### src/wb_bus_pkg.sv
package wb_bus_pkg;

  localparam int WB_AW = 16;
  localparam int WB_DW = 16;

  typedef logic [WB_AW-1:0] wb_adr_t;
  typedef logic [WB_DW-1:0] wb_dat_t;

  localparam int REG_RANGE_TOP = 256; // Everything below this decodes to the register bank
  localparam int REG_COUNT     = 16;  // Number of implemented registers in that range

endpackage

### src/wb_arb_pkg.sv
package wb_arb_pkg;

  // Arbiter phases for one bus cycle
  typedef enum logic [1:0] {
    IDLE  = 2'd0,
    GRANT = 2'd1,
    WAIT  = 2'd2
  } arb_state_t;

  // Index of a bus master, sized for up to four of them
  typedef logic [1:0] mst_id_t;

endpackage

### src/wb_arb_fsm.sv
module wb_arb_fsm #(
  parameter int NUM_MASTERS = 4
) (
  input  logic                   wb_clk_i,
  input  logic                   wb_rst_i,
  input  logic [NUM_MASTERS-1:0] req_i,
  input  logic [NUM_MASTERS-1:0] mask_i,
  input  logic                   bus_ack_i,
  input  logic                   bus_err_i,
  input  logic                   timeout_i,
  output wb_arb_pkg::mst_id_t    grant_id_o,
  output logic                   cyc_active_o,
  output logic                   timer_clr_o
);
  import wb_arb_pkg::*;

  arb_state_t             state_q;
  logic [NUM_MASTERS-1:0] pending_q;
  logic [NUM_MASTERS-1:0] pending_nxt;
  logic                   cycle_done;

  // Last set bit wins, so the highest index has priority
  function automatic mst_id_t highest_pending(input logic [NUM_MASTERS-1:0] pend);
    mst_id_t id;
    id = '0;
    for (int i = 0; i < NUM_MASTERS; i++) begin
      if (pend[i]) begin
        id = mst_id_t'(i);
      end
    end
    return id;
  endfunction

  assign cycle_done = cyc_active_o & (bus_ack_i | bus_err_i | timeout_i);

  // The timer restarts on the same edge that opens the cycle
  assign timer_clr_o = (state_q == IDLE) && (|pending_q);

  always_comb begin
    pending_nxt = pending_q | (req_i & mask_i);
    if (cycle_done) begin
      pending_nxt[grant_id_o] = 1'b0; // Served master drops out even though stb is still up
    end
  end

  always_ff @(posedge wb_clk_i) begin
    if (wb_rst_i) begin
      state_q      <= IDLE;
      pending_q    <= '0;
      grant_id_o   <= '0;
      cyc_active_o <= 1'b0;
    end else begin
      pending_q <= pending_nxt;
      case (state_q)
        IDLE: begin
          if (|pending_q) begin
            state_q      <= GRANT;
            grant_id_o   <= highest_pending(pending_q);
            cyc_active_o <= 1'b1;
          end
        end
        GRANT: begin
          if (cycle_done) begin
            state_q      <= IDLE;
            cyc_active_o <= 1'b0;
          end else begin
            state_q <= WAIT;
          end
        end
        WAIT: begin
          if (cycle_done) begin
            state_q      <= IDLE; // Bus sits idle for a cycle before the next grant
            cyc_active_o <= 1'b0;
          end
        end
        default: begin
          state_q      <= IDLE;
          cyc_active_o <= 1'b0;
        end
      endcase
    end
  end

endmodule

### src/wb_resp_timer.sv
module wb_resp_timer #(
  parameter int TIMEOUT_CYCLES = 16
) (
  input  logic wb_clk_i,
  input  logic wb_rst_i,
  input  logic clr_i,
  input  logic run_i,
  output logic timeout_o
);

  localparam int CW = (TIMEOUT_CYCLES > 1) ? $clog2(TIMEOUT_CYCLES) : 1;

  logic [CW-1:0] count_q;
  logic          done_q;
  logic          at_limit;

  assign at_limit  = (count_q == CW'(TIMEOUT_CYCLES - 1));
  assign timeout_o = run_i & ~done_q & at_limit;

  always_ff @(posedge wb_clk_i) begin
    if (wb_rst_i) begin
      count_q <= '0;
      done_q  <= 1'b0;
    end else if (clr_i) begin
      count_q <= '0;
      done_q  <= 1'b0;
    end else if (run_i && !done_q) begin
      if (at_limit) begin
        done_q <= 1'b1; // Fire once, then hold until the next clear
      end else begin
        count_q <= count_q + 1'b1;
      end
    end
  end

endmodule

### src/wb_master_mux.sv
module wb_master_mux #(
  parameter int NUM_MASTERS = 4
) (
  input  wb_arb_pkg::mst_id_t                      grant_id_i,
  input  logic                                     cyc_active_i,
  input  logic [NUM_MASTERS-1:0]                   wbm_we_i,
  input  logic [wb_bus_pkg::WB_AW*NUM_MASTERS-1:0] wbm_adr_i,
  input  logic [wb_bus_pkg::WB_DW*NUM_MASTERS-1:0] wbm_dat_i,
  input  logic                                     s_ack_i,
  input  logic                                     s_err_i,
  input  wb_bus_pkg::wb_dat_t                      s_rdat_i,
  input  logic                                     timeout_i,
  output logic                                     s_cyc_o,
  output logic                                     s_stb_o,
  output logic                                     s_we_o,
  output wb_bus_pkg::wb_adr_t                      s_adr_o,
  output wb_bus_pkg::wb_dat_t                      s_wdat_o,
  output wb_bus_pkg::wb_dat_t                      wbm_dat_o,
  output logic [NUM_MASTERS-1:0]                   wbm_ack_o,
  output logic [NUM_MASTERS-1:0]                   wbm_err_o,
  output logic                                     bus_ack_o,
  output logic                                     bus_err_o
);
  import wb_bus_pkg::*;

  logic in_range;
  logic resp_err;

  assign s_adr_o  = wbm_adr_i[grant_id_i*WB_AW +: WB_AW];
  assign s_wdat_o = wbm_dat_i[grant_id_i*WB_DW +: WB_DW];
  assign s_we_o   = wbm_we_i[grant_id_i];

  // Addresses past the bank select nothing and are left to the timer
  assign in_range = (s_adr_o < REG_RANGE_TOP);
  assign s_cyc_o  = cyc_active_i & in_range;
  assign s_stb_o  = cyc_active_i & in_range;

  assign resp_err  = s_err_i | (timeout_i & ~s_ack_i); // A late ack still beats the timer
  assign bus_ack_o = s_ack_i;
  assign bus_err_o = resp_err;
  assign wbm_dat_o = s_rdat_i;

  always_comb begin
    wbm_ack_o = '0;
    wbm_err_o = '0;
    if (cyc_active_i) begin
      wbm_ack_o[grant_id_i] = s_ack_i;
      wbm_err_o[grant_id_i] = resp_err;
    end
  end

endmodule

### src/wb_reg_bank.sv
module wb_reg_bank #(
  parameter int WAIT_STATES = 2
) (
  input  logic                wb_clk_i,
  input  logic                wb_rst_i,
  input  logic                cyc_i,
  input  logic                stb_i,
  input  logic                we_i,
  input  wb_bus_pkg::wb_adr_t adr_i,
  input  wb_bus_pkg::wb_dat_t dat_i,
  output wb_bus_pkg::wb_dat_t dat_o,
  output logic                ack_o,
  output logic                err_o
);
  import wb_bus_pkg::*;

  localparam int IW = $clog2(REG_COUNT);
  localparam int CW = (WAIT_STATES > 0) ? $clog2(WAIT_STATES + 1) : 1;

  wb_dat_t       regs_q [REG_COUNT];
  logic [CW-1:0] wait_q;
  logic          req;
  logic          ready;
  logic          hit;
  logic [IW-1:0] idx;

  assign req   = cyc_i & stb_i;
  assign ready = req && (wait_q == CW'(WAIT_STATES));
  assign hit   = (adr_i < REG_COUNT);
  assign idx   = adr_i[IW-1:0];

  // Response is one cycle wide and only while stb is up
  assign ack_o = ready & hit;
  assign err_o = ready & ~hit;
  assign dat_o = regs_q[idx];

  always_ff @(posedge wb_clk_i) begin
    if (wb_rst_i) begin
      wait_q <= '0;
    end else if (req && !ready) begin
      wait_q <= wait_q + 1'b1;
    end else begin
      wait_q <= '0; // Rearm for the next cycle
    end
  end

  always_ff @(posedge wb_clk_i) begin
    if (wb_rst_i) begin
      for (int i = 0; i < REG_COUNT; i++) begin
        regs_q[i] <= '0;
      end
    end else if (ack_o && we_i) begin
      regs_q[idx] <= dat_i;
    end
  end

endmodule

### src/wb_arb_top.sv
module wb_arb_top #(
  parameter int NUM_MASTERS    = 4,
  parameter int TIMEOUT_CYCLES = 16,
  parameter int WAIT_STATES    = 2
) (
  input  logic                                     wb_clk_i,
  input  logic                                     wb_rst_i,
  input  logic [NUM_MASTERS-1:0]                   wbm_cyc_i,
  input  logic [NUM_MASTERS-1:0]                   wbm_stb_i,
  input  logic [NUM_MASTERS-1:0]                   wbm_we_i,
  input  logic [wb_bus_pkg::WB_AW*NUM_MASTERS-1:0] wbm_adr_i,
  input  logic [wb_bus_pkg::WB_DW*NUM_MASTERS-1:0] wbm_dat_i,
  input  logic [NUM_MASTERS-1:0]                   wbm_mask_i,
  output wb_bus_pkg::wb_dat_t                      wbm_dat_o,
  output logic [NUM_MASTERS-1:0]                   wbm_ack_o,
  output logic [NUM_MASTERS-1:0]                   wbm_err_o,
  output wb_arb_pkg::mst_id_t                      wbm_id_o
);
  import wb_bus_pkg::*;
  import wb_arb_pkg::*;

  mst_id_t grant_id;
  logic    cyc_active;
  logic    timer_clr;
  logic    timeout;
  logic    bus_ack;
  logic    bus_err;
  logic    s_cyc;
  logic    s_stb;
  logic    s_we;
  wb_adr_t s_adr;
  wb_dat_t s_wdat;
  wb_dat_t s_rdat;
  logic    s_ack;
  logic    s_err;

  assign wbm_id_o = grant_id;

  wb_arb_fsm #(
    .NUM_MASTERS(NUM_MASTERS)
  ) u_fsm (
    .wb_clk_i    (wb_clk_i),
    .wb_rst_i    (wb_rst_i),
    .req_i       (wbm_cyc_i & wbm_stb_i),
    .mask_i      (wbm_mask_i),
    .bus_ack_i   (bus_ack),
    .bus_err_i   (bus_err),
    .timeout_i   (timeout),
    .grant_id_o  (grant_id),
    .cyc_active_o(cyc_active),
    .timer_clr_o (timer_clr)
  );

  wb_resp_timer #(
    .TIMEOUT_CYCLES(TIMEOUT_CYCLES)
  ) u_timer (
    .wb_clk_i (wb_clk_i),
    .wb_rst_i (wb_rst_i),
    .clr_i    (timer_clr),
    .run_i    (cyc_active),
    .timeout_o(timeout)
  );

  wb_master_mux #(
    .NUM_MASTERS(NUM_MASTERS)
  ) u_mux (
    .grant_id_i  (grant_id),
    .cyc_active_i(cyc_active),
    .wbm_we_i    (wbm_we_i),
    .wbm_adr_i   (wbm_adr_i),
    .wbm_dat_i   (wbm_dat_i),
    .s_ack_i     (s_ack),
    .s_err_i     (s_err),
    .s_rdat_i    (s_rdat),
    .timeout_i   (timeout),
    .s_cyc_o     (s_cyc),
    .s_stb_o     (s_stb),
    .s_we_o      (s_we),
    .s_adr_o     (s_adr),
    .s_wdat_o    (s_wdat),
    .wbm_dat_o   (wbm_dat_o),
    .wbm_ack_o   (wbm_ack_o),
    .wbm_err_o   (wbm_err_o),
    .bus_ack_o   (bus_ack),
    .bus_err_o   (bus_err)
  );

  wb_reg_bank #(
    .WAIT_STATES(WAIT_STATES)
  ) u_regs (
    .wb_clk_i(wb_clk_i),
    .wb_rst_i(wb_rst_i),
    .cyc_i   (s_cyc),
    .stb_i   (s_stb),
    .we_i    (s_we),
    .adr_i   (s_adr),
    .dat_i   (s_wdat),
    .dat_o   (s_rdat),
    .ack_o   (s_ack),
    .err_o   (s_err)
  );

endmodule

### config.mk
export PLATFORM = sky130hd
export DESIGN_NAME = wb_arb_top
export DESIGN_NICKNAME = d
export VERILOG_FILES = /design/src/wb_bus_pkg.sv /design/src/wb_arb_pkg.sv /design/src/wb_arb_fsm.sv /design/src/wb_resp_timer.sv /design/src/wb_master_mux.sv /design/src/wb_reg_bank.sv /design/src/wb_arb_top.sv
export SDC_FILE = /design/constraint.sdc
export NUM_CORES = 1
export LEC_CHECK = 0
export ABC_AREA = 1
export BUFFER_PORTS_ARGS = -buffer_cell sky130_fd_sc_hd__buf_2
export CAP_MARGIN = 40
export CORE_AREA = 3 3 161 163
export CTS_CLUSTER_DIAMETER = 30
export DETAILED_ROUTE_END_ITERATION = 8
export DIE_AREA = 0 0 164 166
export PLACE_DENSITY = 0.91
export SYNTH_ARGS = -nofsm -noshare
export SYNTH_HDL_FRONTEND = slang
export SYNTH_HIERARCHICAL = 1
export SYNTH_SLANG_ARGS = --single-unit
export TNS_END_PERCENT = 20
### constraint.sdc
create_clock -name wb_clk_i -period 12.2 [get_ports wb_clk_i]
set_input_delay 3.66 -clock wb_clk_i [delete_from_list [all_inputs] [get_ports wb_clk_i]]
set_output_delay 3.66 -clock wb_clk_i [all_outputs]
set_load 0.03 [all_outputs]
======== Word level (Yosys, flattened, before mapping) ========
Memories as Yosys holds them, arrays and structs flattened.
Index checks and enable logic that the tools add are counted.
operators by class
  bitwise operators ....................... 22
  add/sub/neg operators ................... 2
  muxes and demuxes ....................... 25
  reduce and logical (&&, ||, !) cells .... 19
  shifts and indexed selects .............. 2
  eq/ne operators ......................... 7
  magnitude comparators ................... 4
operators with widths
  operator               count
  $shiftx A64 B7 Y16     2
  $and A4 B4 Y4          5
  $lt A16 B5 Y1 const B  1
  $lt A16 B9 Y1 const B  1
  $mux W16               1
  $mux W4                4
  $reduce_or A16 Y1      1
  $mux W1                11
  $mux W2                5
  $reduce_and A2 Y1      5
  $and A1 B1 Y1          7
  $logic_and A1 B1 Y1    6
  $pmux W2 S3            1
  $reduce_or A2 Y1       3
  $not A1 Y1             5
  $add A4 B1 Y4 const B  1
  $eq A2 B2 Y1 const B   2
  $eq A4 B4 Y1 const B   1
  $ne A2 B1 Y1 const B   2
  $not A4 Y4             1
  $or A4 B4 Y4           1
  $reduce_or A4 Y1       1
  $lt A2 B3 Y1 const B   1
  $or A1 B1 Y1           3
  9 further kinds        10
word-level totals
  register bits ........................... 16
  word-level logic and storage cells ...... 89
  memories kept ........................... 1
  bits in writable memories ............... 256
memories
  name           depth  width  read ports  clocked after memory_dff  write ports  RTL line           RTL
  u_regs.regs_q  16     16     1           0                         16           wb_reg_bank.sv:20  wb_dat_t regs_q [REG_COUNT];

======== Longest topological paths before layout ========
  depth in word-level cells ............... 13
  depth in mapped cells ................... 22
  depth with buffers taken out ............ 20

======== Cells and area by module ========
Netlist, hierarchy kept.
modules (own cells, without submodules)
  module         area an instance (um2)  sequential area each (um2)  instances  cells each
  wb_reg_bank    12827.3                 7727.4                      1          1339
  wb_master_mux  1158.6                  0.0                         1          232
  wb_arb_fsm     484.2                   180.2                       1          66
  wb_resp_timer  256.5                   100.1                       1          38
  wb_arb_top     30.0                    0.0                         1          8

======== Least setup slack after synthesis ========
Ideal clock, no wire load.
  kind .................................... input port to output port
  start ................................... input wbm_adr_i[58] in the netlist's numbering
  end ..................................... output wbm_err_o[0]
  data arrival time ....................... 5.261 ns
  required time ........................... 8.540 ns
  buffers on the path ..................... 1
  setup slack ............................. 3.279 ns
  stages on the path ...................... 15
  path through ............................ nand2_1 > nand2_1 > nand2_1 > nand2_1 > nor2_1 > nand3_1 > nor2_1 > buf_4 > nand2_1 > nor2_1 > inv_1 > a21oi_1 > o21bai_1 > nand2_1 > nor2_1
RTL lines
  what                     RTL line             RTL
  start, declared          wb_arb_top.sv:11     input logic [wb_bus_pkg::WB_AW*NUM_MASTERS-1:0] wbm_adr_i,
  $shiftx A64 B7 Y16       wb_master_mux.sv:29  assign s_adr_o = wbm_adr_i[grant_id_i*WB_AW +: WB_AW];
  net s_adr[10]            wb_arb_top.sv:31     wb_adr_t s_adr;
  $lt A16 B9 Y1            wb_master_mux.sv:34  assign in_range = (s_adr_o < REG_RANGE_TOP);
  $and A1 B1 Y1            wb_master_mux.sv:35  assign s_cyc_o = cyc_active_i & in_range;
  net s_cyc                wb_arb_top.sv:28     logic s_cyc;
  $logic_and A1 B1 Y1      wb_reg_bank.sv:28    assign ready = req && (wait_q == CW'(WAIT_STATES));
  $and A1 B1 Y1            wb_reg_bank.sv:34    assign err_o = ready & ~hit;
  net s_err                wb_arb_top.sv:35     logic s_err;
  $or A1 B1 Y1             wb_master_mux.sv:38  assign resp_err = s_err_i | (timeout_i & ~s_ack_i);
  net bus_err              wb_arb_top.sv:27     logic bus_err;
  $and A4 B4 Y4 (no line)  --
  $mux W4                  wb_master_mux.sv:46  if (cyc_active_i) begin
  end, declared            wb_arb_top.sv:16     output logic [NUM_MASTERS-1:0] wbm_err_o,
The timed path passes the listed nets, and every way through them passes these cells.

======== Final worst setup path ========
  start ................................... input wbm_adr_i[16] in the netlist's numbering
  end ..................................... output wbm_dat_o[1]
between the ends
  cells in the longest elaborated chain, start to end .. 2
RTL lines
  what                RTL line             RTL
  $shiftx A64 B7 Y16  wb_master_mux.sv:29
  net s_adr[0]        wb_arb_top.sv:31
  $mem_v2 Z16 W16     --
  end, declared       wb_arb_top.sv:14     output wb_bus_pkg::wb_dat_t wbm_dat_o,
The timed path passes the listed nets, and every way through them passes these cells.

==> impl_metrics.py <==
metrics = {
    "run_status": {
        "run_status": "completed",
    },
    "global_route": {
        "first_global_vias": 12579,
        "grt_first_pass_wirelength_um": 67500,
        "grtUsageTotal_pct": 31.6,
        "antenna_found_initial": 0,
        "pin_count_of_the_biggest_net_entering_global_routing": 197,
        "grt-ovfl-total": 0,
    },
    "timing": {
        "finalClockSkew_ns": 0.0209,
        "max_freq_ghz": 0.0980,
        "slew_of_the_pin_with_the_lowest_slew_margin_ns": 1.06,
        "finalSetupViolations": 0,
        "grt_setup_unrepaired": "false",
        "timing.final.crit_share_pct": 83.6,
        "final.setup.tns_ns": 0,
        "fin_worst_hold_slack_ns": 0.409,
        "slew_violations": 0,
        "hold_viol_final": 0,
        "timing.final.crit_period_ns": 10.20,
        "layout_setup_ws_ns": 2.00,
        "slew_headroom_pct": 29.1,
    },
    "hold_path": {
        "timing.hold.worst.class": "reg2reg",
        "hold-path-cell-count": 1,
        "worst_hold_startpoint": "u_regs/wait_q[0]",
        "hold_end": "u_regs/wait_q[0]",
    },
    "clocking": {
        "clk_pin_slew_worst_paths_ns": 0.05,
        "post-cts-setup-buffers": 0,
        "clock_sink_count": 272,
        "ctsHoldBuffers": 0,
        "cts_made_buffers": 46,
        "post_cts_resize_count": 0,
        "worst_skew_pair.late_latency_ns": 0.54,
        "cts_tree": "built",
        "cts_max_path_buffers": 3,
        "ctsRootBufferMaster": "clkbuf_16",
        "h-tree-depth": 2,
    },
    "critical_path": {
        "critical_path_class": "in2out",
        "worst_r2r_startpoint": "u_fsm/grant_id_o[0]",
        "setup.worst_path.start_class": "primary input",
        "worstRegToRegCells": 10,
        "data_required_critical_path_ns": 8.54,
        "worstPathArrival_ns": 6.54,
        "timing.rr.end": "u_regs/regs_q[9][6]",
        "setup.reg_to_reg.worst_slack_ns": 7.35,
        "worstPathMaxFanout": 43,
        "crit_path_end_kind": "output port",
    },
    "logic_synthesis": {
        "netlist-cell-type-count": 30,
        "synth_seq_area_share_pct": 54.3,
        "yosysTopAreaCellShare_pct": 52.1,
        "syn-instance-count": 1683,
        "synth_ff_type": "edfxtp_1",
        "syn-mean-instance-area_um2": 8.77,
        "post-synth-top-area-cell": "edfxtp_1",
        "synthTopCellsByArea": "edfxtp_1, nand2_1, nor3_1, nor3_2, nand3_1",
        "synthTopCellsByCount": "nand2_1, edfxtp_1, nor3_1",
        "synth_edf_count": 256,
        "synthMostInstantiatedCell": "nand2_1",
        "synth_seq_cells": 272,
        "synthesis.area_um2": 14800,
        "synthesis.nets": 1834,
        "ys_async_sr_fraction_pct": 0,
        "yosys_warnings": 6,
    },
    "detailed_routing": {
        "drt.antenna.violating_nets": 0,
        "wl_per_cell_um": 20.4,
        "routed_via_density": 6.10,
        "drt_iter0_drc": 1950,
        "post-route-drc-count": 0,
        "dr.pass1.iters": 8,
        "detailroute.via_count": 13079,
        "wirelength_um": 43700,
    },
    "power": {
        "ir_worst_vdd_v": 0.000155,
        "cellPowerDensity_nw_per_um2": 206,
        "leak_pwr_nw": 6.78,
    },
    "floorplanning": {
        "initial_utilization_pct": 60.3,
        "pin_count": 172,
        "coreArea_um2": 24500,
        "floorplan.die.width_um": 164,
        "die_h_um": 166,
        "floorplan.die_area_um2": 27200,
        "fp-row-count": 57,
    },
    "layout": {
        "area.growth.synth_to_final_pct": 15.2,
        "nNetsFinal": 1934,
        "post-route-util_pct": 69.5,
        "nFillCells": 1712,
        "post_route_cells_drive_above_1_share_pct": 21.9,
        "number_of_diodes_added_for_antenna_fixing": 0,
    },
    "placed_design": {
        "dp_hpwl_um": 26800,
        "place_worst_setup_slack_ns": 2.13,
        "gp_congestion": 1.01,
        "port_buffers": 171,
    },
    "run": {
        "count_of_max_cap_constraint_violations": 0,
    },
}
how the worst max path moves through the flow:
stage	from	to	slack [ns]
2_1_floorplan	wbm_adr_i[58]	wbm_err_o[0]	3.28
3_3_place_gp	wbm_adr_i[16]	wbm_dat_o[4]	2.20
3_5_place_dp	wbm_adr_i[16]	wbm_dat_o[4]	2.13
4_1_cts	wbm_adr_i[16]	wbm_dat_o[12]	2.09
5_1_grt	wbm_adr_i[16]	wbm_dat_o[1]	1.84
6_report	wbm_adr_i[16]	wbm_dat_o[1]	2.00
where the power goes:
part	total (mW)	internal, mW	switching [mW]
clock network	1.29	0.834	0.456
logic	1.12	0.252	0.869
registers	1.10	1.07	0.0258
metrics by stage:
step	instance area, um2	instances	power, mW
2_1_floorplan	14800	1683	1.92
3_3_place_gp	15400	2057	2.14
3_5_place_dp	15400	2059	2.18
4_1_cts	17000	2144	3.48
5_1_grt	17000	2144	3.63
6_report	17000	2144	3.51
final cells by class:
type                            count  area [um2]  share of cell area [%]
Clock buffer                       52        1190                    7.03
Timing Repair Buffer              201        1110                    6.52
Tap cell                          324         405                    2.39
Sequential cell                   272        8010                    47.1
Inverter                           60         226                    1.33
Multi-Input combinational cell   1202        5690                    33.5
Clock inverter                     33         357                    2.10
flip-flops by register name (all words and copies together) (netlist names):
signal / count
u_regs/wait_q: 2
u_timer/count_q: 4
u_fsm/state_q: 2
u_fsm/pending_q: 4
u_timer/done_q: 1
u_fsm/grant_id_o: 2
u_fsm/cyc_active_o: 1
u_regs/regs_q: 256
worst max-delay path: stages:
cell and delay, ns:
buf_2 0.12, a22oi_1 0.25, nand3_4 0.46, clkinv_2 0.58, buf_4 0.47, nand2_1 0.16, nand2_1 0.11, nand2_1 0.05
nand2_1 0.13, nand2_1 0.14, nand4_1 0.17, buf_2 0.20
kinds of logic (layout without fill, tap and decap cells):
| kind of cell | after synthesis | in the layout | synth area share, % |
|---|---|---|---|
| AO/OA/AOI/OAI | 63 | 63 | 2.69 |
| buffers and inverters | 209 | 346 | 7.30 |
| adder cells (fa/ha/maj) | 5 | 5 | 0.424 |
| AND/OR/NAND/NOR | 1134 | 1134 | 35.3 |
| flip-flops | 272 | 272 | 54.3 |
placed cells by master (no fill, tap or decap), types with 17 or more instances in the layout:
cell       count
nand2_1      706
edfxtp_1     256
nor3_1       177
buf_2        171
nor3_2        80
nand3_1       72
inv_1         52
clkbuf_16     47
nor2_1        46
buf_4         27
a22oi_1       25
nand2_2       19
nand4_1       19
o21ai_1       17
routing by layer:
| layer | global-route usage [%] | vias to the layer above | share of wire (%) |
|---|---|---|---|
| met4 | 16.2 | 0 | 5.6 |
| met5 | 0 | - | 0 |
| li1 | - | 5834 | - |
| met3 | 7.08 | 203 | 12 |
| met2 | 51.1 | 970 | 48 |
| met1 | 40.0 | 6072 | 35 |
(Power assumes the default switching activity.)
